===== config.mk =====
export PLATFORM = sky130hd
export DESIGN_NAME = fdc_top
export DESIGN_NICKNAME = d
export VERILOG_FILES = /design/src/hdl/fdc_pkg.sv /design/src/hdl/fdc_host_port.sv /design/src/hdl/fdc_sequencer.sv /design/src/hdl/fdc_top.sv /design/src/hdl/fdc_track_map.sv
export SDC_FILE = /design/constraint.sdc
export NUM_CORES = 1
export LEC_CHECK = 0
export BUFFER_PORTS_ARGS = -buffer_cell sky130_fd_sc_hd__buf_2
export CORE_UTILIZATION = 40
export CTS_CLUSTER_DIAMETER = 100
export DETAILED_ROUTE_END_ITERATION = 12
export MAX_ROUTING_LAYER = met4
export PLACE_DENSITY = 0.62
export REMOVE_ABC_BUFFERS = 1
export SLEW_MARGIN = 40
export SYNTH_ARGS = -nofsm -noshare
export SYNTH_HDL_FRONTEND = slang
export SYNTH_SLANG_ARGS = --single-unit

===== constraint.sdc =====
create_clock -name clk_sys -period 16.13 [get_ports clk_sys]
set_input_delay 0 -clock clk_sys [delete_from_list [all_inputs] [get_ports clk_sys]]
set_output_delay 0 -clock clk_sys [all_outputs]
set_load 0.05 [all_outputs]

===== src/hdl/fdc_pkg.sv =====
package fdc_pkg;

	//////////////////////////////////////////////////
	// host bus
	//////////////////////////////////////////////////

	typedef enum logic [1:0] {
		A_CMD_STATUS = 2'd0, // command on write, status on read
		A_TRACK      = 2'd1,
		A_SECTOR     = 2'd2,
		A_DATA       = 2'd3
	} reg_addr_t;

	// upper nibble of the command byte
	typedef enum logic [3:0] {
		OP_RESTORE     = 4'h0,
		OP_SEEK        = 4'h1,
		OP_STEP        = 4'h2,
		OP_STEP_U      = 4'h3,
		OP_STEP_IN     = 4'h4,
		OP_STEP_IN_U   = 4'h5,
		OP_STEP_OUT    = 4'h6,
		OP_STEP_OUT_U  = 4'h7,
		OP_READ        = 4'h8,
		OP_READ_M      = 4'h9,
		OP_WRITE       = 4'hA,
		OP_WRITE_M     = 4'hB,
		OP_READ_ADDR   = 4'hC,
		OP_FORCE_INT   = 4'hD,
		OP_READ_TRACK  = 4'hE,
		OP_WRITE_TRACK = 4'hF
	} fdc_op_t;

	typedef enum logic [3:0] {
		READY,
		SEARCH,
		SECT_SETUP,
		READ_ARM,
		READ_DELAY,
		READ_WAIT,
		DELAY,
		ABORT,
		END_CMD
	} seq_state_t;

	//////////////////////////////////////////////////
	// geometry and timing
	//////////////////////////////////////////////////

	localparam int BUFF_AW           = 20;   // 1 MB image buffer
	localparam int SECT_LEN_W        = 11;   // up to 1024 bytes
	localparam int CMD_DELAY_CYCLES  = 4000;
	localparam int BYTE_DELAY_CYCLES = 16;
	localparam int WATCHDOG_CYCLES   = 4096;
	localparam int SEARCH_CYCLES     = 1024;

	// one timer serves delay, search and byte spacing, the longest sets the width
	localparam int TIMER_W = $clog2(CMD_DELAY_CYCLES + 1);
	localparam int WDOG_W  = $clog2(WATCHDOG_CYCLES + 1);

	typedef logic [BUFF_AW-1:0]    buff_addr_t;
	typedef logic [SECT_LEN_W-1:0] sect_len_t;
	typedef logic [TIMER_W-1:0]    timer_t;
	typedef logic [WDOG_W-1:0]     wdog_t;

endpackage


===== src/hdl/fdc_host_port.sv =====
module fdc_host_port (
	input  logic               clk_sys,
	input  logic               rst_n,
	input  logic               rd,
	input  logic               wr,
	input  fdc_pkg::reg_addr_t addr,
	input  logic [7:0]         din,
	input  logic               busy,
	input  logic               drq,
	input  logic               idle,
	input  logic               seek_err,
	input  logic               wr_fault,
	input  logic               lost_data,
	input  logic               head_loaded,
	input  logic               track0,
	input  logic               ready,
	input  logic               intrq_set,
	input  logic               track_load,
	input  logic [7:0]         track_value,
	input  logic               sector_inc,
	input  logic               reading_buffer,
	input  logic [7:0]         buff_din,
	output logic [7:0]         dout,
	output logic [7:0]         cmd,
	output logic               cmd_start,
	output logic               force_int,
	output logic               data_taken,
	output logic [7:0]         track_reg,
	output logic [7:0]         sector_reg,
	output logic [7:0]         data_reg,
	output logic               intrq,
	output logic               buff_read
);

	logic               rd_d;
	logic               wr_d;
	logic               rd_rise;
	logic               rd_fall;
	logic               wr_rise;
	fdc_pkg::reg_addr_t cur_addr; // address of the current bus cycle
	logic               pending;  // command waiting for the sequencer
	logic               cmd_mode; // 0 after type I, 1 otherwise
	logic [7:0]         status;

	assign rd_rise = rd & ~rd_d;
	assign rd_fall = ~rd & rd_d;
	assign wr_rise = wr & ~wr_d;

	assign cmd_start = pending & idle;
	assign buff_read = reading_buffer && (addr == fdc_pkg::A_DATA);

	always_ff @(posedge clk_sys) begin
		if (!rst_n) begin
			rd_d       <= 1'b0;
			wr_d       <= 1'b0;
			cur_addr   <= fdc_pkg::A_CMD_STATUS;
			pending    <= 1'b0;
			cmd_mode   <= 1'b0;
			intrq      <= 1'b0;
			force_int  <= 1'b0;
			data_taken <= 1'b0;
			track_reg  <= 8'd0;
			sector_reg <= 8'd0;
			data_reg   <= 8'd0;
		end else begin
			rd_d       <= rd;
			wr_d       <= wr;
			force_int  <= 1'b0;
			data_taken <= 1'b0;

			if (rd_rise || wr_rise)
				cur_addr <= addr;

			if (cmd_start) begin
				pending  <= 1'b0;
				cmd_mode <= cmd[7];
			end

			if (track_load)
				track_reg <= track_value;
			if (sector_inc)
				sector_reg <= sector_reg + 8'd1; // multi-sector read

			if (rd_fall && cur_addr == fdc_pkg::A_CMD_STATUS)
				intrq <= 1'b0;
			if (rd_fall && cur_addr == fdc_pkg::A_DATA)
				data_taken <= 1'b1;

			if (wr_rise) begin
				case (addr)
					fdc_pkg::A_CMD_STATUS: begin
						intrq <= 1'b0;
						if (fdc_pkg::fdc_op_t'(din[7:4]) == fdc_pkg::OP_FORCE_INT) begin
							force_int <= 1'b1;
							cmd_mode  <= 1'b0;
							pending   <= 1'b0;
						end else if (!pending || cmd_start) begin
							cmd     <= din;
							pending <= 1'b1;
						end
					end
					fdc_pkg::A_TRACK:  if (!busy) track_reg <= din;
					fdc_pkg::A_SECTOR: if (!busy) sector_reg <= din;
					fdc_pkg::A_DATA:   data_reg <= din;
				endcase
			end

			if (intrq_set)
				intrq <= 1'b1; // end of command wins over a clear
		end
	end

	// bit 6 is write protect, always set since the image is read-only
	always_comb begin
		if (!cmd_mode)
			status = {~ready, 1'b1, head_loaded, seek_err | ~ready,
				1'b0, track0, 1'b0, busy | pending};
		else
			status = {~ready, 1'b1, wr_fault, seek_err | ~ready,
				1'b0, lost_data, drq, busy | pending};
	end

	always_comb begin
		case (addr)
			fdc_pkg::A_CMD_STATUS: dout = status;
			fdc_pkg::A_TRACK:      dout = track_reg;
			fdc_pkg::A_SECTOR:     dout = sector_reg;
			default:               dout = reading_buffer ? buff_din : data_reg;
		endcase
	end

endmodule


===== src/hdl/fdc_sequencer.sv =====
module fdc_sequencer (
	input  logic                clk_sys,
	input  logic                rst_n,
	input  logic [7:0]          cmd,
	input  logic                cmd_start,
	input  logic                force_int,
	input  logic                data_taken,
	input  logic                ready,
	input  logic [7:0]          data_reg,
	input  fdc_pkg::buff_addr_t sector_base,
	input  fdc_pkg::sect_len_t  sector_len,
	input  logic                sector_valid,
	output logic [7:0]          disk_track,
	output fdc_pkg::sect_len_t  byte_addr,
	output logic                busy,
	output logic                drq,
	output logic                idle,
	output logic                seek_err,
	output logic                wr_fault,
	output logic                lost_data,
	output logic                head_loaded,
	output logic                track0,
	output logic                intrq_set,
	output logic                track_load,
	output logic [7:0]          track_value,
	output logic                sector_inc,
	output logic                reading_buffer
);

	fdc_pkg::seq_state_t       state;
	fdc_pkg::fdc_op_t          op;
	fdc_pkg::timer_t           timer;
	fdc_pkg::wdog_t            wdog;
	fdc_pkg::sect_len_t        remaining;  // bytes left in the sector
	logic                      step_out;   // last step direction
	logic                      multi;
	logic [7:0]                next_track;
	logic                      wdog_bark;

	assign op = fdc_pkg::fdc_op_t'(cmd[7:4]);

	// step-in/out carry the direction in bit 5, plain step reuses it
	assign next_track = (cmd[6] ? cmd[5] : step_out) ? disk_track - 8'd1 : disk_track + 8'd1;

	assign wdog_bark = (wdog == '0);
	assign idle      = (state == fdc_pkg::READY);
	assign track0    = (disk_track == 8'd0);
	assign intrq_set = (state == fdc_pkg::END_CMD); // same edge busy drops

	//////////////////////////////////////////////////
	// lost-data watchdog
	//////////////////////////////////////////////////

	always_ff @(posedge clk_sys) begin
		if (!rst_n)
			wdog <= '0;
		else if (state == fdc_pkg::READ_DELAY && timer == '0)
			wdog <= fdc_pkg::wdog_t'(fdc_pkg::WATCHDOG_CYCLES); // armed with drq
		else if (!wdog_bark)
			wdog <= wdog - 1'b1;
	end

	//////////////////////////////////////////////////
	// command FSM
	//////////////////////////////////////////////////

	always_ff @(posedge clk_sys) begin
		if (!rst_n) begin
			state          <= fdc_pkg::READY;
			timer          <= '0;
			busy           <= 1'b0;
			drq            <= 1'b0;
			seek_err       <= 1'b0;
			wr_fault       <= 1'b0;
			lost_data      <= 1'b0;
			head_loaded    <= 1'b0;
			reading_buffer <= 1'b0;
			track_load     <= 1'b0;
			sector_inc     <= 1'b0;
			step_out       <= 1'b0;
			multi          <= 1'b0;
			disk_track     <= 8'd0;
		end else begin
			track_load <= 1'b0;
			sector_inc <= 1'b0;

			case (state)
				fdc_pkg::READY: if (cmd_start) begin
					busy  <= 1'b1;
					timer <= fdc_pkg::timer_t'(fdc_pkg::CMD_DELAY_CYCLES);
					state <= fdc_pkg::DELAY;
					case (op)
						fdc_pkg::OP_RESTORE: begin
							head_loaded <= cmd[3];
							disk_track  <= 8'd0;
							track_value <= 8'd0;
							track_load  <= 1'b1;
						end
						fdc_pkg::OP_SEEK: begin
							head_loaded <= cmd[3];
							disk_track  <= data_reg;
						end
						fdc_pkg::OP_STEP, fdc_pkg::OP_STEP_U,
						fdc_pkg::OP_STEP_IN, fdc_pkg::OP_STEP_IN_U,
						fdc_pkg::OP_STEP_OUT, fdc_pkg::OP_STEP_OUT_U: begin
							if (cmd[6])
								step_out <= cmd[5];
							head_loaded <= cmd[3];
							disk_track  <= next_track;
							track_value <= next_track;
							track_load  <= cmd[4]; // update flag
						end
						fdc_pkg::OP_READ, fdc_pkg::OP_READ_M: begin
							{seek_err, wr_fault, lost_data} <= 3'b000;
							reading_buffer <= 1'b1;
							multi          <= cmd[4];
							timer          <= fdc_pkg::timer_t'(fdc_pkg::SEARCH_CYCLES);
							state          <= fdc_pkg::SEARCH;
						end
						fdc_pkg::OP_WRITE, fdc_pkg::OP_WRITE_M: begin
							{seek_err, lost_data} <= 2'b00;
							wr_fault <= 1'b1; // image is read-only
						end
						default: begin
							// read address and the track commands
							{wr_fault, lost_data} <= 2'b00;
							seek_err <= 1'b1;
						end
					endcase
				end

				fdc_pkg::SEARCH: begin
					if (!ready) begin
						seek_err <= 1'b1;
						state    <= fdc_pkg::END_CMD;
					end else if (timer != '0) begin
						timer <= timer - 1'b1;
					end else if (!sector_valid) begin
						seek_err <= 1'b1; // record not found
						state    <= fdc_pkg::END_CMD;
					end else begin
						state <= fdc_pkg::SECT_SETUP;
					end
				end

				fdc_pkg::SECT_SETUP: begin
					byte_addr <= '0;
					remaining <= sector_len;
					state     <= fdc_pkg::READ_ARM;
				end

				fdc_pkg::READ_ARM: begin
					// arm and count edges add up to the byte delay
					timer <= fdc_pkg::timer_t'(fdc_pkg::BYTE_DELAY_CYCLES - 2);
					state <= fdc_pkg::READ_DELAY;
				end

				fdc_pkg::READ_DELAY: begin
					if (timer != '0) begin
						timer <= timer - 1'b1;
					end else begin
						drq   <= 1'b1;
						state <= fdc_pkg::READ_WAIT;
					end
				end

				fdc_pkg::READ_WAIT: if (data_taken || wdog_bark) begin
					drq <= 1'b0;
					if (!data_taken)
						lost_data <= 1'b1; // byte skipped
					if (remaining == fdc_pkg::sect_len_t'(1)) begin
						if (multi) begin
							sector_inc <= 1'b1;
							timer      <= fdc_pkg::timer_t'(fdc_pkg::SEARCH_CYCLES);
							state      <= fdc_pkg::SEARCH;
						end else begin
							state <= fdc_pkg::END_CMD;
						end
					end else begin
						byte_addr <= byte_addr + 1'b1;
						remaining <= remaining - 1'b1;
						state     <= fdc_pkg::READ_ARM;
					end
				end

				fdc_pkg::DELAY: begin
					if (timer != '0)
						timer <= timer - 1'b1;
					else
						state <= fdc_pkg::END_CMD;
				end

				fdc_pkg::ABORT: begin
					drq            <= 1'b0;
					reading_buffer <= 1'b0;
					state          <= fdc_pkg::END_CMD;
				end

				fdc_pkg::END_CMD: begin
					busy           <= 1'b0;
					drq            <= 1'b0;
					reading_buffer <= 1'b0;
					state          <= fdc_pkg::READY;
				end

				default: state <= fdc_pkg::READY;
			endcase

			// force interrupt overrides whatever is running
			if (force_int) begin
				if (!idle && state != fdc_pkg::END_CMD)
					state <= fdc_pkg::ABORT;
				else if (idle && !cmd_start)
					{seek_err, wr_fault, lost_data} <= 3'b000;
			end
		end
	end

endmodule


===== src/hdl/fdc_top.sv =====
module fdc_top (
	input  logic                clk_sys,
	input  logic                rst_n,
	input  logic                rd,
	input  logic                wr,
	input  fdc_pkg::reg_addr_t  addr,
	input  logic [7:0]          din,
	output logic [7:0]          dout,
	output logic                drq,
	output logic                intrq,
	output logic                busy,
	input  logic                ready,
	input  logic [2:0]          size_code,
	input  logic                side,
	output fdc_pkg::buff_addr_t buff_addr,
	output logic                buff_read,
	input  logic [7:0]          buff_din
);

	logic [7:0]          cmd;
	logic                cmd_start;
	logic                force_int;
	logic                data_taken;
	logic [7:0]          sector_reg;
	logic [7:0]          data_reg;
	logic                idle;
	logic                seek_err;
	logic                wr_fault;
	logic                lost_data;
	logic                head_loaded;
	logic                track0;
	logic                intrq_set;
	logic                track_load;
	logic [7:0]          track_value;
	logic                sector_inc;
	logic                reading_buffer;
	logic [7:0]          disk_track;
	fdc_pkg::sect_len_t  byte_addr;
	fdc_pkg::buff_addr_t sector_base;
	fdc_pkg::sect_len_t  sector_len;
	logic                sector_valid;

	assign buff_addr = sector_base + fdc_pkg::buff_addr_t'(byte_addr);

	fdc_host_port host_port_inst (
		.clk_sys        (clk_sys),
		.rst_n          (rst_n),
		.rd             (rd),
		.wr             (wr),
		.addr           (addr),
		.din            (din),
		.busy           (busy),
		.drq            (drq),
		.idle           (idle),
		.seek_err       (seek_err),
		.wr_fault       (wr_fault),
		.lost_data      (lost_data),
		.head_loaded    (head_loaded),
		.track0         (track0),
		.ready          (ready),
		.intrq_set      (intrq_set),
		.track_load     (track_load),
		.track_value    (track_value),
		.sector_inc     (sector_inc),
		.reading_buffer (reading_buffer),
		.buff_din       (buff_din),
		.dout           (dout),
		.cmd            (cmd),
		.cmd_start      (cmd_start),
		.force_int      (force_int),
		.data_taken     (data_taken),
		.track_reg      (),           // host side only
		.sector_reg     (sector_reg),
		.data_reg       (data_reg),
		.intrq          (intrq),
		.buff_read      (buff_read)
	);

	fdc_track_map track_map_inst (
		.size_code         (size_code),
		.disk_track        (disk_track),
		.side              (side),
		.sector_reg        (sector_reg),
		.sector_base       (sector_base),
		.sectors_per_track (),         // folded into sector_valid
		.sector_len        (sector_len),
		.sector_valid      (sector_valid)
	);

	fdc_sequencer sequencer_inst (
		.clk_sys        (clk_sys),
		.rst_n          (rst_n),
		.cmd            (cmd),
		.cmd_start      (cmd_start),
		.force_int      (force_int),
		.data_taken     (data_taken),
		.ready          (ready),
		.data_reg       (data_reg),
		.sector_base    (sector_base),
		.sector_len     (sector_len),
		.sector_valid   (sector_valid),
		.disk_track     (disk_track),
		.byte_addr      (byte_addr),
		.busy           (busy),
		.drq            (drq),
		.idle           (idle),
		.seek_err       (seek_err),
		.wr_fault       (wr_fault),
		.lost_data      (lost_data),
		.head_loaded    (head_loaded),
		.track0         (track0),
		.intrq_set      (intrq_set),
		.track_load     (track_load),
		.track_value    (track_value),
		.sector_inc     (sector_inc),
		.reading_buffer (reading_buffer)
	);

endmodule


===== src/hdl/fdc_track_map.sv =====
module fdc_track_map (
	input  logic [2:0]          size_code,
	input  logic [7:0]          disk_track,
	input  logic                side,
	input  logic [7:0]          sector_reg,
	output fdc_pkg::buff_addr_t sector_base,
	output logic [7:0]          sectors_per_track,
	output fdc_pkg::sect_len_t  sector_len,
	output logic                sector_valid
);

	logic [1:0]          len_code;   // sector size is 128 << len_code
	fdc_pkg::buff_addr_t track_side; // tracks are stored side by side
	fdc_pkg::buff_addr_t sect_index;

	// the five fixed layouts
	always_comb begin
		case (size_code)
			3'd0: begin
				sectors_per_track = 8'd26;
				len_code          = 2'd0;
			end
			3'd1: begin
				sectors_per_track = 8'd16;
				len_code          = 2'd1;
			end
			3'd2: begin
				sectors_per_track = 8'd9;
				len_code          = 2'd2;
			end
			3'd3: begin
				sectors_per_track = 8'd5;
				len_code          = 2'd3;
			end
			3'd4: begin
				sectors_per_track = 8'd10;
				len_code          = 2'd2;
			end
			default: begin
				sectors_per_track = 8'd0; // no sector is valid
				len_code          = 2'd0;
			end
		endcase
	end

	assign track_side = fdc_pkg::buff_addr_t'({disk_track, side});

	// sectors are numbered from 1
	assign sect_index = track_side * fdc_pkg::buff_addr_t'(sectors_per_track)
		+ fdc_pkg::buff_addr_t'(sector_reg) - 1'b1;

	assign sector_base = sect_index << (7 + len_code);
	assign sector_len  = fdc_pkg::sect_len_t'(128) << len_code;

	assign sector_valid = (sector_reg != 8'd0) && (sector_reg <= sectors_per_track);

endmodule


==> results.py <==
metrics = {
    "route": {
        "wire_per_inst_um": 15.47,
        "vias_per_cell": 5.455,
        "vias": 8711,
        "routed_wl_um": 24710,
        "antenna_left": 0,
        "dr.pass1.iters": 5,
        "drcViolationCount": 0,
        "drt_iter0_markers": 507,
    },
    "die": {
        "dieArea_um2": 25500,
        "num_rows": 57,
        "pin_count": 59,
        "start_util_pct": 40.89,
        "die_w_um": 159.7,
        "die_h_um": 159.7,
        "coreArea_um2": 24320,
    },
    "cells_and_area": {
        "layout_common_cells": "nor2_1 (119), nand2_1 (114), inv_1 (93)",
        "drive_gt1_share_pct": 10.29,
        "top_register": "sequencer_inst.wdog",
        "fillerInstances": 2406,
        "diodes": 0,
        "final_cells": 1597,
        "largestRegisters": "sequencer_inst.wdog: 13 flops, sequencer_inst.timer: 12 flops",
        "largest_register_ffs": 13,
        "syn_to_final_growth_pct": 11.90,
        "design_area_um2": 11130,
        "layout.nets": 1387,
        "final_common_cell": "nor2_1",
    },
    "yosys": {
        "synth.top_cell.area_share_pct": 16.31,
        "yosys-top-cells-area": "dfxtp_1 (16%), edfxtp_1 (11%), ha_1 (9.6%)",
        "synth_top_family_by_area": "simple AND/OR/NAND/NOR gates",
        "synth_compound_area_share_pct": 19.93,
        "syn_area_um2": 9945,
        "synth-seq-area-share_pct": 26.87,
        "avgSynthCellArea_um2": 8.145,
        "synth_top_flop_cell": "dfxtp_1",
        "synth-simple-area-share_pct": 21.99,
        "yosysUniqueCellTypes": 91,
        "synth_warnings": 0,
        "ys_seq_elements": 116,
        "syn_inst": 1221,
        "synthMuxAreaShare_pct": 4.278,
        "ys_async_sr_fraction_pct": 0,
        "synth_top_area_cell": "dfxtp_1",
        "synth_adder_area_share_pct": 14.39,
        "synth_xor_area_share_pct": 6.052,
        "synth_edf_count": 35,
    },
    "sta": {
        "max_freq_ghz": 0.1320,
        "finalSetupTns_ps": 0,
        "min_period_over_period_pct": 46.96,
        "rsz0062_at_grt": "no",
        "slew_violations": 0,
        "hold_viol_final": 0,
        "clock_skew_ps": 12.09,
        "worstMarginPinSlew_ps": 713.3,
        "setup_violations": 0,
        "relSlewSlack_pct": 52.27,
        "fin_crit_ps": 7575,
    },
    "clocking": {
        "clk_path_buf_depth": 2,
        "root_buffer": "clkbuf_16",
        "clk_latency_ps": 420,
        "cts_setup_buffers": 0,
        "cts_tree": "done",
        "cts_hold_buf": 10,
        "ctsResizeCount": 0,
        "h-tree-depth": 4,
        "clk_pin_slew_ps": 50,
        "clock_sinks": 116,
        "numCtsBuffers": 17,
    },
    "power_and_ir_drop": {
        "vdd_drop_max_v": 0.00009057,
        "intPower_w": 0.0008190,
        "power_switching_w": 0.0005574,
        "power_density_nw_per_um2": 123.7,
        "combPwrFrac_pct": 43.5,
        "p_seq_share_pct": 27.8,
        "p_clk_share_pct": 28.7,
        "switching_share_pct": 40.50,
        "power_leakage_nw": 4.702,
    },
    "global_route": {
        "grt_util_all_layers_pct": 20.45,
        "overflow": 0,
        "antenna_found_initial": 0,
        "grt_pass1_wl_um": 41750,
        "grt_max_degree": 49,
        "grt_pass1_vias": 8435,
    },
    "outcome": {
        "status": "completed",
    },
    "setup_path": {
        "critPathMaxStageDelay_ps": 540,
        "cp.arrival_ps": 7580,
        "critPathMaxFanout": 10,
        "cp-start-kind": "register",
        "worst-setup-path-type": "register to output port",
        "worstPathRequired_ps": 16130,
        "worstSetupEndpointType": "output port",
        "crit_buf_inv": 4,
        "crit_family": "compound AO/OA/AOI/OAI gates",
        "crit_slowest_cell": "dfxtp_1",
    },
    "placed_design": {
        "io_buffers": 58,
        "gp_congestion": 0.8539,
        "dp_cells": 1555,
        "placed_area_um2": 10410,
        "hpwl_um": 18020,
    },
    "hold_path": {
        "holdCritPathClass": "input pin to register",
    },
    "flow_run": {
        "drv_cap": 0,
    },
}
per-stage QoR:
step | hold WS (ps) | power [W] | utilization [%] | worst slack (ps)
floorplan | 98.87 | 0.0008438 | - | 8868
global placement | 227.8 | 0.0009721 | 42.77 | 8877
detailed placement | 228.8 | 0.0009810 | 42.82 | 8750
CTS | 27.03 | 0.001382 | 45.74 | 8560
global route | 60.35 | 0.001469 | 45.76 | 8095
finish | 34.13 | 0.001376 | 45.76 | 8555
power groups by stage:
stage          registers [W]  clock network [W]  logic [W]
3_3_place_gp        0.000387                  0   0.000585
3_5_place_dp        0.000388                  0   0.000593
6_report            0.000383           0.000395   0.000598
4_1_cts             0.000383           0.000400   0.000599
2_1_floorplan       0.000380                  0   0.000464
5_1_grt             0.000390           0.000412   0.000667
tightest hold or removal path: stages:
cell and delay, ps:
buf_2 240, o21ai_0 130, nor2_1 40
path summary, 6_finish.rpt:
kind / startpoint / endpoint / slack [ps] / cells after the start
hold / removal: rst_n / sequencer_inst.disk_track[2] / 30 / 3
setup / recovery: sequencer_inst.disk_track[0] / buff_addr[19] / 8550 / 25
hold reg to reg: sequencer_inst.timer[7] / sequencer_inst.timer[7] / 460 / 2
setup reg to reg: sequencer_inst.wdog[3] / sequencer_inst.timer[3] / 12640 / 10
routing by layer:
layer / vias up / global-route usage (%) / part of all wire [%] / wire length, um
met3: 34 / 2.883 / 3.0 / 747
met4: 0 / 5.682 / 1.5 / 377
met5: - / - / 0 / 0
met1: 4104 / 26.27 / 48 / 11870
met2: 156 / 33.49 / 47 / 11710
li1: 4417 / - / - / -
final cells by class:
cell class                 count  area (um2)  area share (%)
clock buffer                  21       450.4           4.048
clock inverter                11       158.9           1.428
inverter                      95       356.6           3.204
multi-input combinational    958        6664           59.88
sequential                   116        2673           24.02
tap                          324       405.4           3.643
timing repair buffer          72       420.4           3.778
cells by family after synthesis:
logic type,Yosys count
DFF,116
and+or+nand+nor,446
buffers and inverters,150
muxes,36
other,2
adders and majority gates,100
xor gates and xnor gates,67
AOI/OAI and AO/OA,304
synth_stat cells (8+ instances only):
library cell,number
edfxtp_1,35
a21oi_1,86
and2_1,32
a211oi_1,25
xor2_1,22
nand3_1,34
a31oi_1,10
fa_1,24
a211o_1,8
nand2b_1,15
ha_1,76
or2_2,8
a21o_1,14
or3_1,11
o211ai_1,12
nand2_1,114
nor2b_1,10
clkbuf_1,42
and3_1,22
o21ai_0,73
nor3_1,29
nor4_1,14
mux2i_1,26
inv_1,93
xnor2_1,44
dfxtp_1,81
nor2_1,121
Note: power is estimated with default switching activity, not from simulation.
